`src/hw/muldiv_pkg.sv`:
```
`default_nettype none

package muldiv_pkg;

    ////////////////////////////////////////////////////////////
    // Datapath widths
    ////////////////////////////////////////////////////////////

    localparam int xlen = 32;

    // Operand and result word
    typedef logic [xlen-1:0] word_t;

    // Physical destination register tag
    typedef logic [7:0] preg_t;

    // Program counter of the issuing instruction
    typedef logic [31:0] pc_t;

    ////////////////////////////////////////////////////////////
    // Opcodes
    ////////////////////////////////////////////////////////////

    // Bit 1 picks the unit (0 is the divider, 1 the multiplier)
    // Bit 0 picks the result word within that unit
    typedef enum logic [1:0] {
        op_divu  = 2'b00,
        op_remu  = 2'b01,
        op_mul   = 2'b10,
        op_mulhu = 2'b11
    } op_t;

    ////////////////////////////////////////////////////////////
    // Pipeline depths and queue sizing
    ////////////////////////////////////////////////////////////

    // One register row after every second restoring step
    localparam int div_latency = 16;

    localparam int mul_latency = 3;

    localparam int queue_depth = 4;

    // Counts 0 to queue_depth inclusive
    typedef logic [2:0] queue_count_t;

endpackage

`default_nettype wire

```
`src/hw/cdb_arbiter.sv`:
```
`default_nettype none

module cdb_arbiter
    import muldiv_pkg::*;
(
    input  logic  clk,
    input  logic  reset,
    input  logic  div_valid,
    input  word_t div_data,
    input  preg_t div_tag,
    input  pc_t   div_pc,
    input  logic  div_exc,
    input  logic  mul_valid,
    input  word_t mul_data,
    input  preg_t mul_tag,
    input  pc_t   mul_pc,
    input  logic  mul_exc,
    input  logic  cdb_ready,
    output logic  div_pop,
    output logic  mul_pop,
    output logic  cdb_valid,
    output preg_t cdb_tag,
    output pc_t   cdb_pc,
    output word_t cdb_data,
    output logic  cdb_exception
);

    // Set when the multiplier has priority in a contested cycle
    logic prio_mul;
    // A stalled grant is held so the bus does not change under the sink
    logic locked;
    logic locked_mul;
    logic sel_mul;
    logic xfer;

    assign sel_mul = locked ? locked_mul : (mul_valid && (!div_valid || prio_mul));

    assign cdb_valid     = sel_mul ? mul_valid : div_valid;
    assign cdb_tag       = sel_mul ? mul_tag : div_tag;
    assign cdb_pc        = sel_mul ? mul_pc : div_pc;
    assign cdb_data      = sel_mul ? mul_data : div_data;
    assign cdb_exception = sel_mul ? mul_exc : div_exc;

    assign xfer    = cdb_valid && cdb_ready;
    assign div_pop = xfer && !sel_mul;
    assign mul_pop = xfer && sel_mul;

    always_ff @(posedge clk) begin
        if (reset) begin
            prio_mul   <= 1'b0;
            locked     <= 1'b0;
            locked_mul <= 1'b0;
        end else begin
            // Priority moves to the unit that did not win
            if (xfer) prio_mul <= !sel_mul;
            locked     <= cdb_valid && !cdb_ready;
            locked_mul <= sel_mul;
        end
    end

    a_one_pop: assert property (
        @(posedge clk) disable iff (reset) !(div_pop && mul_pop)
    );

    a_hold_stall: assert property (
        @(posedge clk) disable iff (reset)
        cdb_valid && !cdb_ready |=> cdb_valid && $stable(cdb_tag) && $stable(cdb_data)
    );

endmodule

`default_nettype wire

```
`config.mk`:
```
export PLATFORM = sky130hd
export DESIGN_NAME = cdb_arbiter
export DESIGN_NICKNAME = d
export VERILOG_FILES = /design/src/hw/muldiv_pkg.sv /design/src/hw/cdb_arbiter.sv
export SDC_FILE = /design/constraint.sdc
export NUM_CORES = 1
export LEC_CHECK = 0
export BUFFER_PORTS_ARGS = -buffer_cell sky130_fd_sc_hd__buf_2
export CORE_AREA = 2 2 88 90
export DETAILED_ROUTE_END_ITERATION = 7
export DIE_AREA = 0 0 90 92
export PLACE_DENSITY_LB_ADDON = 0.12
export SYNTH_ARGS = -nofsm -noshare
export SYNTH_HDL_FRONTEND = slang
export SYNTH_SLANG_ARGS = --single-unit
export TNS_END_PERCENT = 10
```
`constraint.sdc`:
```
create_clock -name clk -period 1.31 [get_ports clk]
set_input_delay 0.131 -clock clk [delete_from_list [all_inputs] [get_ports clk]]
set_output_delay 0.131 -clock clk [all_outputs]
set_load 0.05 [all_outputs]
```
==> results.py <==
metrics = {
    "logic_synthesis": {
        "synth.yosys.seq_area_share": 0.05189,
        "syn_nets": 251,
        "synth_area_sq_um": 1157,
        "synth_top_area_frac": 0.3892,
        "synth_area_per_cell_sq_um": 11.57,
        "ys_seq_elements": 3,
        "synth.area.top_cells": "mux2_4 39%, mux2_2 35%, mux2_1 6.8%, dfxtp_1 5.2%, buf_6 4.9%",
        "netlist_instances": 100,
        "synth.distinct_cells": 19,
        "yosysTopAreaCell": "mux2_4",
        "synth_warnings": 0,
    },
    "timing": {
        "rsz0062_at_grt": "yes",
        "slew_headroom": 0.8308,
        "final_max_slew_viol_count": 0,
        "fmax_mhz": 564.5,
        "finClkSkew_ps": 1.100,
        "setup_slack_ps": -461.6,
        "fin_crit_ps": 1772,
        "worst_pin_slew_ps": 251.5,
        "final-setup-viol-count": 76,
        "hold_violations": 0,
        "post-route-period-util": 1.352,
    },
    "critical_path": {
        "cp_max_fo": 39,
        "slowest_stage": "o31a_4",
        "crit_type": "reg -> out",
        "crit_arrival_ps": 1640,
        "start_kind": "flip-flop",
        "critPathCaptureType": "output port",
        "required_ps": 1180,
        "cpPeakStageDelay_ps": 380,
        "cp_cell_sequence": "o31a_4, buf_16, mux2_2, buf_4",
    },
    "global_route": {
        "grt_pass1_vias": 1731,
        "antenna_found_initial": 1,
        "grt_first_pass_wirelength_mm": 8.507,
        "grt_max_degree": 40,
        "grt_remaining_overflow": 0,
        "track_usage": 0.1253,
    },
    "drt": {
        "vias_per_cell": 4.011,
        "wl_per_cell_um": 13.28,
        "antenna_left": 0,
        "drt_iter0_drc": 21,
        "drc_errors": 0,
        "drt_wl_total_mm": 5.776,
        "vias": 1745,
        "drt_pass1_iterations": 4,
    },
    "clock_network": {
        "clk_path_buf_depth": 2,
        "cts_max_level": 1,
        "cts_tree": "built",
        "hold_buffers": 0,
        "post_cts_buffers": 0,
        "cts_root_buf": "clkbuf_8",
        "cts.sinks": 3,
        "cts_resized": 102,
        "clk_latency_ps": 210,
        "clk_pin_slew_ps": 30,
        "cts_buffers": 3,
    },
    "power": {
        "power_density_nw_per_um2": 791.4,
        "max-vdd-ir-drop_v": 0.0003160,
        "total_power_mw": 2.302,
        "leakagePower_nw": 1.613,
    },
    "min_path": {
        "hold_path.class": "in -> reg",
    },
    "cells_and_area": {
        "areaGrowthSynthToFinish_pct": 151.4,
        "nets": 484,
        "layout-drive-gt1-share": 0.9608,
    },
    "floorplan": {
        "die_w_um": 90,
        "coreArea_sq_um": 7447,
        "dieArea_sq_um": 8280,
        "initial_core_util": 0.1554,
        "fp-row-count": 32,
        "pin_count": 227,
        "fp.dieH_um": 92,
    },
    "placed_design": {
        "pre_cts_ws_ps": -279.5,
        "hpwl_mm": 4.838,
        "port_buffers": 226,
        "gp_congestion": 0.7200,
    },
    "run": {
        "max-cap-violations": 0,
    },
    "run_status": {
        "failed_checks": "negative setup slack",
        "status": "complete, but fails checks",
    },
}
-- layer usage --
| layer | track usage | share of wire | vias to the layer above |
|---|---|---|---|
| met5 | 0 | 0 | - |
| met4 | 0.02564 | 0.0059 | 0 |
| met3 | 0.04766 | 0.12 | 2 |
| met2 | 0.2381 | 0.53 | 138 |
| met1 | 0.1312 | 0.34 | 763 |
| li1 | - | - | 842 |
-- synth_stat cells (all sizes together) --
library cell,n
and2,1
nor4b,1
nor2b,1
inv,2
nor4,2
mux2,73
a21oi,1
dfxtp,3
nand2b,1
a31oi,1
nand2,1
buf,8
nor2,3
o31a,1
a311oi,1
-- worst paths after layout --
check | from | to | slack (ps) | cells past startpoint
worst max-delay path | locked | cdb_pc[9] | -460 | 4
worst min-delay path | reset | prio_mul | 110 | 2
worst max register to register | locked_mul | locked | 130 | 5
worst min register to register | prio_mul | prio_mul | 660 | 3
-- worst max-delay path: cells and delay by family, from the launching register on --
family / cells / cell delay (ps)
AO/OA/AOI/OAI: 1 / 380
buffers and inverters: 2 / 380
flip-flops: 1 / 320
multiplexers: 1 / 310
-- power breakdown --
group | switching [mW] | total (mW) | leakage [nW] | internal (mW)
combinational | 1.13 | 1.94 | 1.56 | 0.811
sequential | 0.00356 | 0.102 | 0.0254 | 0.0987
clock | 0.0571 | 0.264 | 0.0228 | 0.207
total | 1.19 | 2.30 | 1.61 | 1.12
-- sequential cells by signal, summed over array words and instances, names as in the netlist --
register    flops
prio_mul        1
locked_mul      1
locked          1
-- cell usage in the layout (no fill, tap or decap), types with 2 or more instances in the layout --
cell type	synthesis	routed
buf_12	0	2
buf_2	3	170
buf_4	0	9
buf_6	5	53
clkbuf_8	0	3
dfxtp_2	0	2
mux2_1	7	2
mux2_2	36	41
mux2_4	30	30
nor2_1	3	2
-- kinds of logic (layout without fill, tap and decap cells) --
kind of cell           Yosys count  after routing  synth area share
buffers and inverters           10            242           0.06809
AOI/OAI and AO/OA                4              4           0.02487
other                            0              1                 0
and+or+nand+nor                 10             10           0.04757
muxes                           73             73            0.8076
DFF                              3              3           0.05189
-- area by class of cell --
class,instances,area [sq um]
flip-flops and latches,3,62.56
multi-input cells,87,1066
diodes,1,2.502
fillers,744,4538
repair buffers,236,1598
well taps,102,127.6
inverters,2,7.507
clock buffers,4,45.04
-- per-stage QoR --
step | std cells | utilization | hold slack [ps] | area, sq um | setup TNS, ps
floorplan | 100 | - | 195.7 | 1192 | -8727
global placement | 430 | 0.3343 | 337.3 | 2490 | -19310
detailed placement | 430 | 0.3343 | 335.8 | 2490 | -19220
CTS | 434 | 0.3829 | 112.7 | 2851 | -33060
global route | 435 | 0.3906 | 114.3 | 2909 | -35370
finish | 435 | 0.3906 | 112.7 | 2909 | -31760
(Power assumes the default switching activity.)
