**src/hw/muldiv_pkg.sv**
```systemverilog
`default_nettype none

package muldiv_pkg;

    ////////////////////////////////////////////////////////////
    // Datapath widths
    ////////////////////////////////////////////////////////////

    localparam int xlen = 32;

    // Operand and result word
    typedef logic [xlen-1:0] word_t;

    // Physical destination register tag
    typedef logic [7:0] preg_t;

    // Program counter of the issuing instruction
    typedef logic [31:0] pc_t;

    ////////////////////////////////////////////////////////////
    // Opcodes
    ////////////////////////////////////////////////////////////

    // Bit 1 picks the unit (0 is the divider, 1 the multiplier)
    // Bit 0 picks the result word within that unit
    typedef enum logic [1:0] {
        op_divu  = 2'b00,
        op_remu  = 2'b01,
        op_mul   = 2'b10,
        op_mulhu = 2'b11
    } op_t;

    ////////////////////////////////////////////////////////////
    // Pipeline depths and queue sizing
    ////////////////////////////////////////////////////////////

    // One register row after every second restoring step
    localparam int div_latency = 16;

    localparam int mul_latency = 3;

    localparam int queue_depth = 4;

    // Counts 0 to queue_depth inclusive
    typedef logic [2:0] queue_count_t;

endpackage

`default_nettype wire

```
**src/hw/pipe_multiplier.sv**
```systemverilog
`default_nettype none

module pipe_multiplier
    import muldiv_pkg::*;
(
    input  logic  clk,
    input  logic  reset,
    input  logic  start,
    input  word_t a,
    input  word_t b,
    input  op_t   op,
    input  preg_t tag_in,
    input  pc_t   pc_in,
    output logic  done,
    output word_t result,
    output preg_t tag_out,
    output pc_t   pc_out
);

    // Stage 1 holds the operands
    logic  s1_valid;
    word_t s1_a;
    word_t s1_b;
    op_t   s1_op;
    preg_t s1_tag;
    pc_t   s1_pc;

    // Stage 2 holds the full product
    logic              s2_valid;
    logic [2*xlen-1:0] s2_prod;
    op_t               s2_op;
    preg_t             s2_tag;
    pc_t               s2_pc;

    // Stage 3 holds the selected word
    logic  s3_valid;
    word_t s3_result;
    preg_t s3_tag;
    pc_t   s3_pc;

    always_ff @(posedge clk) begin
        if (reset) begin
            s1_valid <= 1'b0;
            s2_valid <= 1'b0;
            s3_valid <= 1'b0;
        end else begin
            s1_valid <= start;
            s2_valid <= s1_valid;
            s3_valid <= s2_valid;
        end
    end

    always_ff @(posedge clk) begin
        s1_a   <= a;
        s1_b   <= b;
        s1_op  <= op;
        s1_tag <= tag_in;
        s1_pc  <= pc_in;

        s2_prod <= {{xlen{1'b0}}, s1_a} * {{xlen{1'b0}}, s1_b};
        s2_op   <= s1_op;
        s2_tag  <= s1_tag;
        s2_pc   <= s1_pc;

        // mulhu takes the upper half, mul the lower
        s3_result <= (s2_op == op_mulhu) ? s2_prod[2*xlen-1:xlen] : s2_prod[xlen-1:0];
        s3_tag    <= s2_tag;
        s3_pc     <= s2_pc;
    end

    assign done    = s3_valid;
    assign result  = s3_result;
    assign tag_out = s3_tag;
    assign pc_out  = s3_pc;

endmodule

`default_nettype wire

```
**config.mk**
```make
export PLATFORM = sky130hd
export DESIGN_NAME = pipe_multiplier
export DESIGN_NICKNAME = d
export VERILOG_FILES = /design/src/hw/muldiv_pkg.sv /design/src/hw/pipe_multiplier.sv
export SDC_FILE = /design/constraint.sdc
export NUM_CORES = 2
export LEC_CHECK = 0
export ABC_AREA = 0
export BUFFER_PORTS_ARGS = -buffer_cell sky130_fd_sc_hd__buf_4
export CORE_MARGIN = 1
export CORE_UTILIZATION = 40
export DETAILED_ROUTE_END_ITERATION = 16
export GPL_ROUTABILITY_DRIVEN = 0
export GPL_TIMING_DRIVEN = 0
export SYNTH_ARGS = -nofsm -noshare
export SYNTH_HDL_FRONTEND = slang
export SYNTH_SLANG_ARGS = --single-unit
export TNS_END_PERCENT = 30
```
**constraint.sdc**
```tcl
create_clock -name clk -period 24.2 [get_ports clk]
set_input_delay 6.05 -clock clk [delete_from_list [all_inputs] [get_ports clk]]
set_output_delay 6.05 -clock clk [all_outputs]
set_load 0.01 [all_outputs]
```
==> impl_results.md <==
* CP Max Fanout at 13
* Final cycle utilization of the critical path at 40.50%
* Crit path buf inv count at 4
* First-pass GRT wire length at 197200 um
* Crit path cell chain: clkbuf_1, and2_1, fa_1, fa_1, inv_1, fa_1, fa_1, inv_1, fa_1, fa_1, fa_1, fa_1, ha_1, clkbuf_1, nand2_1, nor2_1, a211o_1, a2111o_1, a32oi_1, a31oi_1, a221o_1, a221oi_1, o21ai_0, xor2_1
* Cell count along the critical path at 24
* Tightest Hold Check Type: reg2reg
* Crit-path slowest cell: clkbuf_1
* Final setup TNS at 0 ns
* Final Skew at 0.03361 ns
* Final nets at 5476
* Path type of the worst setup path: reg2reg
* Port Buf Inserts at 181
* R2R cell count at 24
* Final hold vios at 0
* RSZ-0062 raised after global routing: false
* Post-synth ARST share at 0%
* Status: finished, final reports clean
* Hold Buf Count CTS at 0
* Root Driver: clkbuf_16
* Reg2reg start: s1_b[8]
* Post-CTS Setup Repair Bufs at 0
* Top_reg_cell synth: dfxtp_1
* Clock slew at reported path FFs at 0.05 ns
* Main combinational cell family by area after synthesis: adder cells
* Post-Syn Area at 0.03936 mm2
* Fin area at 0.04341 mm2
* Detailed Route Iter0 Violations at 2708
* Synth-to-Final Area Change at 10.30%
* H-tree depth at 2
* CP peak stage delay at 1.01 ns
* Startpoint types: register
* Seq cells post-synth at 287
* GRT Util Overall at 27.90%
* Critical path's most frequent cell: fa_1
* Dominant cells by area after synthesis: fa_1, dfxtp_1, and2_1, ha_1, inv_1
* XOR/XNOR Fraction of Synth Area at 1.380%
* Critical hold path startpoint: s2_tag[6]
* Count leader, synth: fa_1
* Core area at 0.09714 mm2
* Post-CTS Resized at 0
* Mapped Nets at 5259
* Worst EP required at 24.66 ns
* DP Wirelength at 112200 um
* Hold Path Stages at 0
* Synth warnings at 0
* Cells after Synth at 3991
* Synth Area in Compound Gates at 3.360%
* Top cells by count, synth: fa_1, inv_1, and2_1
* Tightest Pin Transition at 1.293 ns
* Largest net degree at the start of global routing at 14
* CP Capture Type: register
* Initial antenna violation count at 17
* Setup violators final at 0
* Synth unique cells at 68
* Crit path DAT at 10.26 ns
* DRC at 0
* Seq/Total Area, Yosys at 14.60%
* Routed Antenna Nets at 0
* Post-synth top area cell: fa_1
* Slew HR at 13.81%
* Rows at 114
* Die area at 0.09965 mm2
* Clock Latency Late Sink at 0.61 ns
* Final WL at 135900 um
* Final Max Tran Viols at 0
* Vias/cell at 5.237
* Placed cell area at 0.04231 mm2
* Via Count at 28862
* Max-cap violation count at 0
* Top-area cell type share of the netlist area at 45.57%
* Mux cell area share after synthesis at 0.9410%
* CTS tree: built
* Pre-antenna DRT Iters at 6
* DR WL/cell at 24.65 um
* CP Launch Point: s1_b[8]
* Number of enable flip-flop cells after synthesis at 0
* Fmax achieved at 102.0 MHz
* I/O Pins at 182
* Adder-cell share of the synthesized area at 53.94%
* Synth Area per Inst at 9.862 um2
* CTS Buf Count at 34
* Height of the die at 315.7 um
* Tmin final at 9.802 ns
* Share of cells above drive strength 1 at 6.769%
* Cell family contributing the most delay on the critical path: adder cells
* Starting Density at 40.52%
* Vias in the first global route at 29918
* Die Wd at 315.7 um
* Remaining global-route overflow at 0
* Clock sinks at 287
* Longest Clk Path Bufs at 3
* Simple-gate share of the synthesized area at 15.35%
## metrics by stage
| stage | setup WS (ns) | hold WS, ns | cells | util, % |
|---|---|---|---|---|
| floorplan | 16.59 | 0.3096 | 3991 | - |
| global placement | 14.75 | 0.3096 | 5448 | 43.56 |
| detailed placement | 14.69 | 0.3121 | 5448 | 43.56 |
| CTS | 14.65 | 0.3188 | 5501 | 44.66 |
| global route | 14.29 | 0.3267 | 5501 | 44.66 |
| finish | 14.40 | 0.3173 | 5511 | 44.69 |
## final timing paths
kind                       to  slack [ns]
setup / recovery  s2_prod[60]       14.40
hold / removal     tag_out[6]        0.32
setup reg to reg  s2_prod[60]       14.40
hold reg to reg    tag_out[6]        0.32
## placed cells by master, fill, tap and decap left out, types with 9 or more instances in the layout
| cell type | count |
|---|---|
| inv_1 | 861 |
| and2_1 | 599 |
| nand3_1 | 10 |
| clkbuf_16 | 34 |
| dfxtp_1 | 287 |
| ha_1 | 263 |
| clkbuf_1 | 208 |
| a21o_1 | 32 |
| nor2_1 | 31 |
| xor2_1 | 27 |
| o21ai_0 | 39 |
| o21bai_1 | 9 |
| buf_4 | 187 |
| fa_1 | 896 |
| nand2_1 | 474 |
| nand4_1 | 18 |
| diode_2 | 10 |
| a21oi_1 | 65 |
| mux2_2 | 32 |
| a31oi_1 | 15 |
| xnor2_1 | 35 |
## metal layers
metal  vias to the layer above  part of all wire [%]  GRT usage [%]
li1                      12038                     -              -
met1                     14876                    37          35.01
met2                      1550                    45          43.07
met3                       398                    10          6.113
met4                         0                   8.3          19.16
met5                         -                     0              0
## state kept, by name, indices dropped and copies added, names as in the netlist
| register | cells |
|---|---|
| done | 1 |
| pc_out | 32 |
| result | 32 |
| s1_a | 32 |
| s1_b | 32 |
| s1_op | 2 |
| s1_pc | 32 |
| s1_tag | 8 |
| s1_valid | 1 |
| s2_op | 2 |
| s2_pc | 32 |
| s2_prod | 64 |
| s2_tag | 8 |
| s2_valid | 1 |
| tag_out | 8 |
## logic make-up after synthesis
logic type,count (synthesis)
buffers and inverters,1080
AOI/OAI and AO/OA,202
muxes,33
and+or+nand+nor,1168
adders and majority gates,1159
xor gates and xnor gates,62
DFF,287
## area by class of cell
cell class	count	area, um2
diodes	10	25.02
plain buffers	219	874.6
clock buffers	41	887.1
clock inverters	12	185.2
fillers	9595	53730
inverters	861	3232
multi-input cells	2624	29510
flip-flops and latches	287	5746
well taps	1276	1597
repair buffers	181	1359
Power is left out: the tool's default activity adds up to more than one toggle a clock period on the data nets, which glitch-free logic cannot reach.
