**src/hw/muldiv_pkg.sv**
```systemverilog
`default_nettype none

package muldiv_pkg;

    ////////////////////////////////////////////////////////////
    // Datapath widths
    ////////////////////////////////////////////////////////////

    localparam int xlen = 32;

    // Operand and result word
    typedef logic [xlen-1:0] word_t;

    // Physical destination register tag
    typedef logic [7:0] preg_t;

    // Program counter of the issuing instruction
    typedef logic [31:0] pc_t;

    ////////////////////////////////////////////////////////////
    // Opcodes
    ////////////////////////////////////////////////////////////

    // Bit 1 picks the unit (0 is the divider, 1 the multiplier)
    // Bit 0 picks the result word within that unit
    typedef enum logic [1:0] {
        op_divu  = 2'b00,
        op_remu  = 2'b01,
        op_mul   = 2'b10,
        op_mulhu = 2'b11
    } op_t;

    ////////////////////////////////////////////////////////////
    // Pipeline depths and queue sizing
    ////////////////////////////////////////////////////////////

    // One register row after every second restoring step
    localparam int div_latency = 16;

    localparam int mul_latency = 3;

    localparam int queue_depth = 4;

    // Counts 0 to queue_depth inclusive
    typedef logic [2:0] queue_count_t;

endpackage

`default_nettype wire

```
**src/hw/result_queue.sv**
```systemverilog
`default_nettype none

module result_queue
    import muldiv_pkg::*;
(
    input  logic  clk,
    input  logic  reset,
    input  logic  reserve,
    input  logic  push,
    input  word_t push_data,
    input  preg_t push_tag,
    input  pc_t   push_pc,
    input  logic  push_exc,
    input  logic  pop,
    output logic  not_empty,
    output word_t head_data,
    output preg_t head_tag,
    output pc_t   head_pc,
    output logic  head_exc,
    output logic  credit
);

    word_t mem_data [0:queue_depth-1];
    preg_t mem_tag  [0:queue_depth-1];
    pc_t   mem_pc   [0:queue_depth-1];
    logic  mem_exc  [0:queue_depth-1];

    logic [$clog2(queue_depth)-1:0] wr_ptr;
    logic [$clog2(queue_depth)-1:0] rd_ptr;
    queue_count_t                   fill_count;
    // Entries still in the unit plus entries waiting here
    queue_count_t                   resv_count;

    always_ff @(posedge clk) begin
        if (reset) begin
            wr_ptr     <= '0;
            rd_ptr     <= '0;
            fill_count <= '0;
            resv_count <= '0;
        end else begin
            if (push) wr_ptr <= wr_ptr + 1'b1;
            if (pop) rd_ptr <= rd_ptr + 1'b1;
            fill_count <= fill_count + queue_count_t'(push) - queue_count_t'(pop);
            resv_count <= resv_count + queue_count_t'(reserve) - queue_count_t'(pop);
        end
    end

    always_ff @(posedge clk) begin
        if (push) begin
            mem_data[wr_ptr] <= push_data;
            mem_tag[wr_ptr]  <= push_tag;
            mem_pc[wr_ptr]   <= push_pc;
            mem_exc[wr_ptr]  <= push_exc;
        end
    end

    assign not_empty = (fill_count != '0);
    assign head_data = mem_data[rd_ptr];
    assign head_tag  = mem_tag[rd_ptr];
    assign head_pc   = mem_pc[rd_ptr];
    assign head_exc  = mem_exc[rd_ptr];
    assign credit    = (resv_count < queue_count_t'(queue_depth));

    // A push into a full queue means the issue credits were overrun
    a_no_overflow: assert property (
        @(posedge clk) disable iff (reset) push |-> fill_count != queue_count_t'(queue_depth)
    );

    a_no_underflow: assert property (
        @(posedge clk) disable iff (reset) pop |-> fill_count != '0
    );

endmodule

`default_nettype wire

```
**config.mk**
```make
export PLATFORM = sky130hd
export DESIGN_NAME = result_queue
export DESIGN_NICKNAME = d
export VERILOG_FILES = /design/src/hw/muldiv_pkg.sv /design/src/hw/result_queue.sv
export SDC_FILE = /design/constraint.sdc
export NUM_CORES = 1
export LEC_CHECK = 0
export ABC_AREA = 1
export BUFFER_PORTS_ARGS = -buffer_cell sky130_fd_sc_hd__buf_2
export CAP_MARGIN = 5
export CORE_MARGIN = 4
export CORE_UTILIZATION = 36
export DETAILED_ROUTE_END_ITERATION = 10
export SYNTH_ARGS = -nofsm -noshare
export SYNTH_HDL_FRONTEND = slang
export SYNTH_SLANG_ARGS = --single-unit
```
**constraint.sdc**
```tcl
create_clock -name clk -period 2.67 [get_ports clk]
set_clock_uncertainty 0.1 [all_clocks]
set_input_delay 0 -clock clk [delete_from_list [all_inputs] [get_ports clk]]
set_output_delay 0 -clock clk [all_outputs]
set_load 0.01 [all_outputs]
```
==> flow_summary.json <==
{
  "overflow": 0,
  "pwr-share-seq_pct": 48.5,
  "combPwrFrac_pct": 9.7,
  "powerDensity_nw_per_um2": 774,
  "dp_hpwl_um": 14600,
  "clk_pin_slew_worst_paths_ns": 0.06,
  "grt_pass1_vias": 7220,
  "fmax_mhz": 410,
  "drive_gt1_share_pct": 19.7,
  "min_period_ns": 2.44,
  "cts.sinks": 304,
  "cts_tree": "built",
  "wl_per_cell_um": 16.3,
  "vias": 7262,
  "utilization_pct": 46.6,
  "cp_max_fo": 45,
  "cap_violations": 0,
  "die_w_um": 187,
  "drtIter0Drc": 462,
  "gr-usage-all-layers_pct": 14.0,
  "synth_seq_area_share_pct": 78.2,
  "crit_required_ns": 2.57,
  "fin_nets": 1182,
  "ant_nets": 0,
  "drt-met1-wl_um": 11200,
  "setup_viol": 0,
  "worstSetupPathType": "reg2out",
  "fp-row-count": 65,
  "power_switching_mw": 2.49,
  "grt_pass1_wl_um": 39600,
  "hold_viol": 0,
  "grt_antenna_before_repair": 2,
  "grt_start_max_net_pins": 53,
  "clkPwrFrac_pct": 41.7,
  "yosys_register_bits": 304,
  "drtPass1Iterations": 4,
  "routed_wl_um": 24900,
  "top_layer_used": "met5",
  "hold_path_class": "in2reg",
  "nFillCells": 2812,
  "p_int_mw": 8.89,
  "area.growth.synth_to_final_pct": 27.6,
  "clk_latency_ns": 0.49,
  "drc": 0,
  "status": "finished clean",
  "yosys_warnings": 0,
  "finalSetupTns_ns": 0,
  "arrival_ns": 2.34,
  "cp-end-kind": "primary output",
  "synth_nets": 943,
  "final_common_cell": "edfxtp_1",
  "rsz0062_at_grt": "false",
  "relSlewSlack_pct": 62.3,
  "met3_length_um": 1380,
  "syn_avg_cell_area_um2": 13.5,
  "switching_share_pct": 21.9,
  "synth_area_um2": 11500,
  "io_pins": 153,
  "htreeDepth": 2,
  "dr_wl_met2_um": 11800,
  "setup_ws_ns": 0.233,
  "start_util_pct": 36.5,
  "place.gp.congestion": 0.743,
  "fp.dieArea_um2": 34900,
  "multi_input_area_um2": 2190,
  "hold_ws_ns": 0.156,
  "tightest_slew_ns": 0.566,
  "via_per_inst": 4.77,
  "clock-root-buffer": "clkbuf_16",
  "final_cell_mix": "edfxtp_1, nor2_1, o21ai_0",
  "coreArea_um2": 31600,
  "min_period_over_period_pct": 91.3,
  "seqCellArea_um2": 9010,
  "ir_drop_mv": 0.399,
  "synthCells": 855,
  "clockBufferDepth": 3,
  "cts_buffers": 35,
  "dp_slack_ns": 0.742,
  "postCtsSetupRepairBufs": 0,
  "finalMaxSlewViolations": 0,
  "die_h_um": 187,
  "ys_types": 16,
  "crit_path_start_kind": "flip-flop",
  "p_leak_nw": 5.33,
  "io_buffer_count": 152
}
==> cell families (layout without fill, tap and decap cells) <==
logic type      count (synthesis)  after routing  synth area share [%]
flops                         304            304                  78.2
simple gates                  240            240                  7.84
compound gates                229            229                  9.94
buf+inv                        72            336                  2.85
other cells                     0              2                     0
fa+ha+maj                      10             10                  1.22
==> worst max-delay path, cell delays in order, from the launching register on <==
cell and delay, ns:
dfxtp_4 0.44, inv_4 0.37, buf_4 0.36, o21ai_0 0.11, o21ai_0 0.33, buf_2 0.20
==> layer usage <==
metal  up-vias  global-route usage, %
met3        36                   3.40
li1       3550                      -
met1      3495                   19.2
met4         2                   3.67
met2       179                   22.6
met5         -                      0
==> per-stage QoR <==
step / power [mW] / area (µm²) / cells
floorplan: 6.20 / 11500 / 855
global placement: 6.64 / 12800 / 1381
detailed placement: 6.66 / 12800 / 1381
CTS: 11.5 / 14700 / 1521
global route: 11.9 / 14700 / 1522
finish: 11.4 / 14700 / 1523
==> synthesized netlist by cell type <==
library cell	n	area, µm²
buf_1	4	15.0
a21oi_1	6	30.0
inv_2	2	7.51
nand3_1	2	10.0
nor2_1	225	845
ha_1	8	100
nand2_1	13	48.8
o21ai_1	66	330
dfxtp_1	12	240
clkbuf_1	13	48.8
o21ai_0	157	786
inv_1	24	90.1
buf_2	20	100
edfxtp_1	292	8770
fa_1	2	40.0
buf_4	9	67.6
==> power by group through the flow <==
| stage | clock (mW) | sequential (mW) | combinational (mW) |
|---|---|---|---|
| final | 4.75 | 5.52 | 1.11 |
| after global routing | 5.09 | 5.54 | 1.26 |
| after CTS | 4.88 | 5.53 | 1.14 |
| after global placement | 0 | 5.62 | 1.02 |
| after detailed placement | 0 | 5.62 | 1.04 |
| after floorplan | 0 | 5.61 | 0.586 |
==> registers in the layout, summed over array words and instances, names as in the netlist, named ones only <==
name        cells
fill_count      3
mem_data      128
mem_exc         4
mem_pc        128
mem_tag        32
rd_ptr          2
resv_count      3
wr_ptr          2
==> what timing repair did <==
item	4_1_cts	5_1_grt
resized for setup	0	0
hold buffers	78	0
hold endpoints to repair	304	0
==> area by class of cell <==
class | instances | share of cell area (%)
Sequential cell | 304 | 61.3
Multi-Input combinational cell | 479 | 14.9
Timing Repair Buffer | 248 | 11.8
Clock buffer | 49 | 6.60
Tap cell | 402 | 3.42
Clock inverter | 13 | 1.24
Inverter | 26 | 0.731
Antenna cell | 2 | 0.0340
==> path summary, 6_finish.rpt <==
| kind | start | endpoint | slack, ns | depth (start not counted) |
|---|---|---|---|---|
| setup / recovery | flip-flop | head_data[4] | 0.23 | 5 |
| hold reg to reg | rd_ptr[1]$_SDFFE_PP0P_ | rd_ptr[1]$_SDFFE_PP0P_ | 0.35 | 1 |
| setup reg to reg | fill_count[0]$_SDFF_PP0_ | fill_count[1]$_SDFF_PP0_ | 0.53 | 8 |
| hold / removal | push_data[28] | mem_data[2][28]$_DFFE_PP_ | 0.16 | 2 |
Note: power is estimated with default switching activity, not from simulation.
