## config.mk

```make
export PLATFORM = sky130hd
export DESIGN_NAME = pipe_divider
export DESIGN_NICKNAME = d
export VERILOG_FILES = /design/src/hw/muldiv_pkg.sv /design/src/hw/pipe_divider.sv
export SDC_FILE = /design/constraint.sdc
export NUM_CORES = 2
export LEC_CHECK = 0
export ABC_CLOCK_PERIOD_IN_PS = 16000
export BUFFER_PORTS_ARGS = -buffer_cell sky130_fd_sc_hd__buf_2
export CAP_MARGIN = 25
export CORE_MARGIN = 8
export CORE_UTILIZATION = 30
export CTS_CLUSTER_DIAMETER = 200
export DETAILED_ROUTE_END_ITERATION = 6
export PLACE_DENSITY_LB_ADDON = 0.08
export SYNTH_ARGS = -nofsm -noshare
export SYNTH_HDL_FRONTEND = slang
export SYNTH_SLANG_ARGS = --single-unit
```

## constraint.sdc

```tcl
create_clock -name clk -period 16 [get_ports clk]
set_input_delay 4.8 -clock clk [delete_from_list [all_inputs] [get_ports clk]]
set_output_delay 4.8 -clock clk [all_outputs]
set_load 0.1 [all_outputs]
```

## src/hw/muldiv_pkg.sv

```systemverilog
`default_nettype none

package muldiv_pkg;

    ////////////////////////////////////////////////////////////
    // Datapath widths
    ////////////////////////////////////////////////////////////

    localparam int xlen = 32;

    // Operand and result word
    typedef logic [xlen-1:0] word_t;

    // Physical destination register tag
    typedef logic [7:0] preg_t;

    // Program counter of the issuing instruction
    typedef logic [31:0] pc_t;

    ////////////////////////////////////////////////////////////
    // Opcodes
    ////////////////////////////////////////////////////////////

    // Bit 1 picks the unit (0 is the divider, 1 the multiplier)
    // Bit 0 picks the result word within that unit
    typedef enum logic [1:0] {
        op_divu  = 2'b00,
        op_remu  = 2'b01,
        op_mul   = 2'b10,
        op_mulhu = 2'b11
    } op_t;

    ////////////////////////////////////////////////////////////
    // Pipeline depths and queue sizing
    ////////////////////////////////////////////////////////////

    // One register row after every second restoring step
    localparam int div_latency = 16;

    localparam int mul_latency = 3;

    localparam int queue_depth = 4;

    // Counts 0 to queue_depth inclusive
    typedef logic [2:0] queue_count_t;

endpackage

`default_nettype wire

```

## src/hw/pipe_divider.sv

```systemverilog
`default_nettype none

module pipe_divider
    import muldiv_pkg::*;
(
    input  logic  clk,
    input  logic  reset,
    input  logic  start,
    input  word_t a,
    input  word_t b,
    input  op_t   op,
    input  preg_t tag_in,
    input  pc_t   pc_in,
    output logic  done,
    output word_t result,
    output preg_t tag_out,
    output pc_t   pc_out,
    output logic  divide_zero
);

    // One restoring step. The quotient register starts out holding the
    // dividend, which shifts out at the top while quotient bits shift in
    // at the bottom. Returns the new partial remainder and quotient
    function automatic logic [2*xlen-1:0] div_step(
        input word_t rem,
        input word_t quo,
        input word_t den
    );
        logic [xlen:0]   shifted;
        logic [xlen+1:0] diff;
        logic            fits;
        begin
            shifted = {rem, quo[xlen-1]};
            diff    = {1'b0, shifted} - {2'b00, den};
            fits    = !diff[xlen+1];
            if (fits) begin
                div_step = {diff[xlen-1:0], quo[xlen-2:0], 1'b1};
            end else begin
                div_step = {shifted[xlen-1:0], quo[xlen-2:0], 1'b0};
            end
        end
    endfunction

    // Row 0 is the input side, row div_latency is the output side
    logic  row_valid [0:div_latency];
    word_t row_rem   [0:div_latency];
    word_t row_quo   [0:div_latency];
    word_t row_den   [0:div_latency];
    op_t   row_op    [0:div_latency];
    preg_t row_tag   [0:div_latency];
    pc_t   row_pc    [0:div_latency];
    logic  row_dz    [0:div_latency];

    assign row_valid[0] = start;
    assign row_rem[0]   = '0;
    assign row_quo[0]   = a;
    assign row_den[0]   = b;
    assign row_op[0]    = op;
    assign row_tag[0]   = tag_in;
    assign row_pc[0]    = pc_in;
    // A zero dividend over a zero divisor is not flagged
    assign row_dz[0]    = (a != '0) && (b == '0);

    ////////////////////////////////////////////////////////////
    // Two steps per register row
    ////////////////////////////////////////////////////////////

    for (genvar s = 0; s < div_latency; s++) begin : g_stage
        logic [2*xlen-1:0] step_lo;
        logic [2*xlen-1:0] step_hi;
        logic              valid_q;
        word_t             rem_q;
        word_t             quo_q;
        word_t             den_q;
        op_t               op_q;
        preg_t             tag_q;
        pc_t               pc_q;
        logic              dz_q;

        assign step_lo = div_step(row_rem[s], row_quo[s], row_den[s]);
        assign step_hi = div_step(step_lo[2*xlen-1:xlen], step_lo[xlen-1:0], row_den[s]);

        always_ff @(posedge clk) begin
            if (reset) begin
                valid_q <= 1'b0;
            end else begin
                valid_q <= row_valid[s];
            end
        end

        always_ff @(posedge clk) begin
            rem_q <= step_hi[2*xlen-1:xlen];
            quo_q <= step_hi[xlen-1:0];
            den_q <= row_den[s];
            op_q  <= row_op[s];
            tag_q <= row_tag[s];
            pc_q  <= row_pc[s];
            dz_q  <= row_dz[s];
        end

        assign row_valid[s+1] = valid_q;
        assign row_rem[s+1]   = rem_q;
        assign row_quo[s+1]   = quo_q;
        assign row_den[s+1]   = den_q;
        assign row_op[s+1]    = op_q;
        assign row_tag[s+1]   = tag_q;
        assign row_pc[s+1]    = pc_q;
        assign row_dz[s+1]    = dz_q;
    end

    // With a zero divisor every step fits, so the quotient comes out all
    // ones and the remainder ends up equal to the dividend
    assign done        = row_valid[div_latency];
    assign result      = (row_op[div_latency] == op_divu) ? row_quo[div_latency]
                                                          : row_rem[div_latency];
    assign tag_out     = row_tag[div_latency];
    assign pc_out      = row_pc[div_latency];
    assign divide_zero = row_dz[div_latency];

    ////////////////////////////////////////////////////////////
    // Checks
    ////////////////////////////////////////////////////////////

    a_done_known: assert property (
        @(posedge clk) disable iff (reset) !$isunknown(done)
    );

endmodule

`default_nettype wire

```

==> out/results.ini <==
[cts]
htree_levels = 5
cts_hold_buffers = 0
clk_pin_slew_ps = 60
postCtsSetupBuffers = 0
cts_buffers = 263
cts_sinks = 2208
clockRootBuffer = clkbuf_16
clk_latency_ps = 890
clock_tree.buffer_depth = 4
cts-resized-gates = 0
tritoncts = yes

[detailed_routing]
routed_wirelength_um = 279000
drc = 0
wire_per_inst_um = 17.6
avgViaCountPerCell = 4.78
ant_nets = 0
via_count = 76025
firstDrtPassIters = 5
drt_iter0_markers = 3851

[place]
placed_cell_area_um2 = 110000
dpl_worst_slack_ps = 5040
dp_hpwl_um = 223000
gp_congestion = 0.831
port_buffers = 182

[yosys]
synth.distinct_cells = 102
syn_area_um2 = 104000
yosys_most_used_dff = dfxtp_1
synth_edf_count = 0
ys_seq_area_share_pct = 42.6
avgSynthCellArea_um2 = 9.62
netlist_instances = 10787
yosysWarnings = 0
synthArstFlopShare_pct = 0
ys_ff_latch = 2208

[finish]
drive_gt1_share_pct = 11.6
final_cell_area_um2 = 119000
final_cell_mix = dfxtp_1 (2208), ha_1 (994), a21oi_1 (949)
multi_input_area_um2 = 56000
regArea_um2 = 44200
area_growth_pct = 14.9
fin_nets = 12245
final_common_cell = dfxtp_1
fillers = 35057

[die]
ios = 183
initial_utilization_pct = 30.1
die_h_um = 604
die_w_um = 604
rows = 216
dieArea_um2 = 365000
coreArea_um2 = 345000

[hold_path]
whs_path_depth = 0
hp-class = flip-flop to flip-flop

[sta]
max_slew.worst_pin.slew_ps = 1110
clock.fmax_mhz = 99.8
maxSlewHeadroom_pct = 25.5
layout_setup_ws_ps = 5980
setup_viol = 0
finalSetupTns_ps = 0
maxSlewViolCount = 0
fin_crit_ps = 10020
skew_ps = 48.0
rsz0062_at_grt = no
finalHoldViolations = 0
period_share_pct = 62.6

[global_route]
antenna_found_initial = 7
grt_pass1_vias = 76386
overflow = 0
grt_max_degree = 51
grt_use_total_pct = 14.8
grt_pass1_wl_um = 435000

[outcome]
outcome = completed

[critical_path]
required_ps = 16760
endpoint_kind = flip-flop
reg2reg_depth = 26
crit_arrival_ps = 10780
path_class = input pin to flip-flop
crit_path_max_fanout = 26
critPathLaunchType = input pin

[job]
cap_violations = 0

## flip-flops by register name, indices dropped and copies added (netlist names)
register / count
tag_out: 8
done: 1
g_stage.valid_q: 15
g_stage.tag_q: 120
g_stage.op_q: 32
g_stage.dz_q: 15
g_stage.pc_q: 480
g_stage.den_q: 480
pc_out: 32
g_stage.rem_q: 512
g_stage.quo_q: 512
divide_zero: 1
## kinds of logic after synthesis
logic type	synth area share, %
xor gates and xnor gates	6.34
muxes	6.22
and+or+nand+nor	10.5
DFF	42.6
other	0.00361
buffers and inverters	3.67
adders and majority gates	12.6
AOI/OAI and AO/OA	18.1
## metrics by stage
stage                     std cells  util, %  hold slack [ps]
final                         15892     34.5              307
after global routing          15890     34.5              313
after CTS                     15884     34.5              310
after detailed placement      15421     31.9              312
after global placement        15417     31.9              309
after floorplan               10801        -              310
## synthesized netlist by cell type (all sizes together), types with 49 or more instances
master,instances,area [um^2]
o31ai,66,500
dfxtp,2208,44200
nand4,71,444
o211ai,60,450
nor2,720,2710
a31oi,89,563
o21bai,105,792
nand3,163,816
buf,71,365
a211oi,80,611
a21boi,53,398
or3,62,388
nor3,142,716
o21ai,604,3020
clkbuf,109,409
and3,98,613
and2,49,307
ha,994,12400
nor2b,150,938
inv,807,3030
a21oi,952,4790
mux2,540,6080
a21o,406,3050
o21a,192,1440
nand2b,134,838
xnor2,534,4680
xor2,217,1900
nand2,561,2110
## final timing paths
path | end | slack, ps | from
max | g_stage[0].rem_q[2] | 5980 | b[15]
min | g_stage[1].pc_q[27] | 310 | g_stage[0].pc_q[27]
max reg2reg | g_stage[12].rem_q[24] | 7150 | g_stage[11].den_q[1]
min reg2reg | g_stage[1].pc_q[27] | 310 | g_stage[0].pc_q[27]
## cell type report
cell class | count | share of cell area (%)
Multi-Input combinational cell | 7605 | 46.9
Timing Repair Buffer | 225 | 1.06
Tap cell | 4578 | 4.80
Clock buffer | 346 | 6.24
Sequential cell | 2208 | 37.1
Antenna cell | 5 | 0.0105
Clock inverter | 117 | 1.34
Inverter | 808 | 2.54
## layer usage
metal | GRT usage (%) | wire, um
met1 | 18.9 | 128000
met2 | 26.1 | 134000
met3 | 2.04 | 9410
met4 | 3.95 | 7400
met5 | 0 | 0
## worst max-delay path, stage by stage
cell and delay, ps:
buf_2 110, nor4_1 460, nand4_1 490, nor2_1 290
and2_1 650, nand2_1 100, o21ai_0 200, inv_1 100
ha_1 280, nor2b_1 120, o21ai_0 240, a21boi_0 200
o211ai_1 280, a211oi_1 140, o31ai_1 460, a211oi_1 200
o211ai_1 420, o21ai_1 180, nor3_2 170, buf_4 360
inv_2 190, mux2_2 300
Power is left out: the tool's default activity adds up to more than one toggle a clock period on the data nets, which glitch-free logic cannot reach.
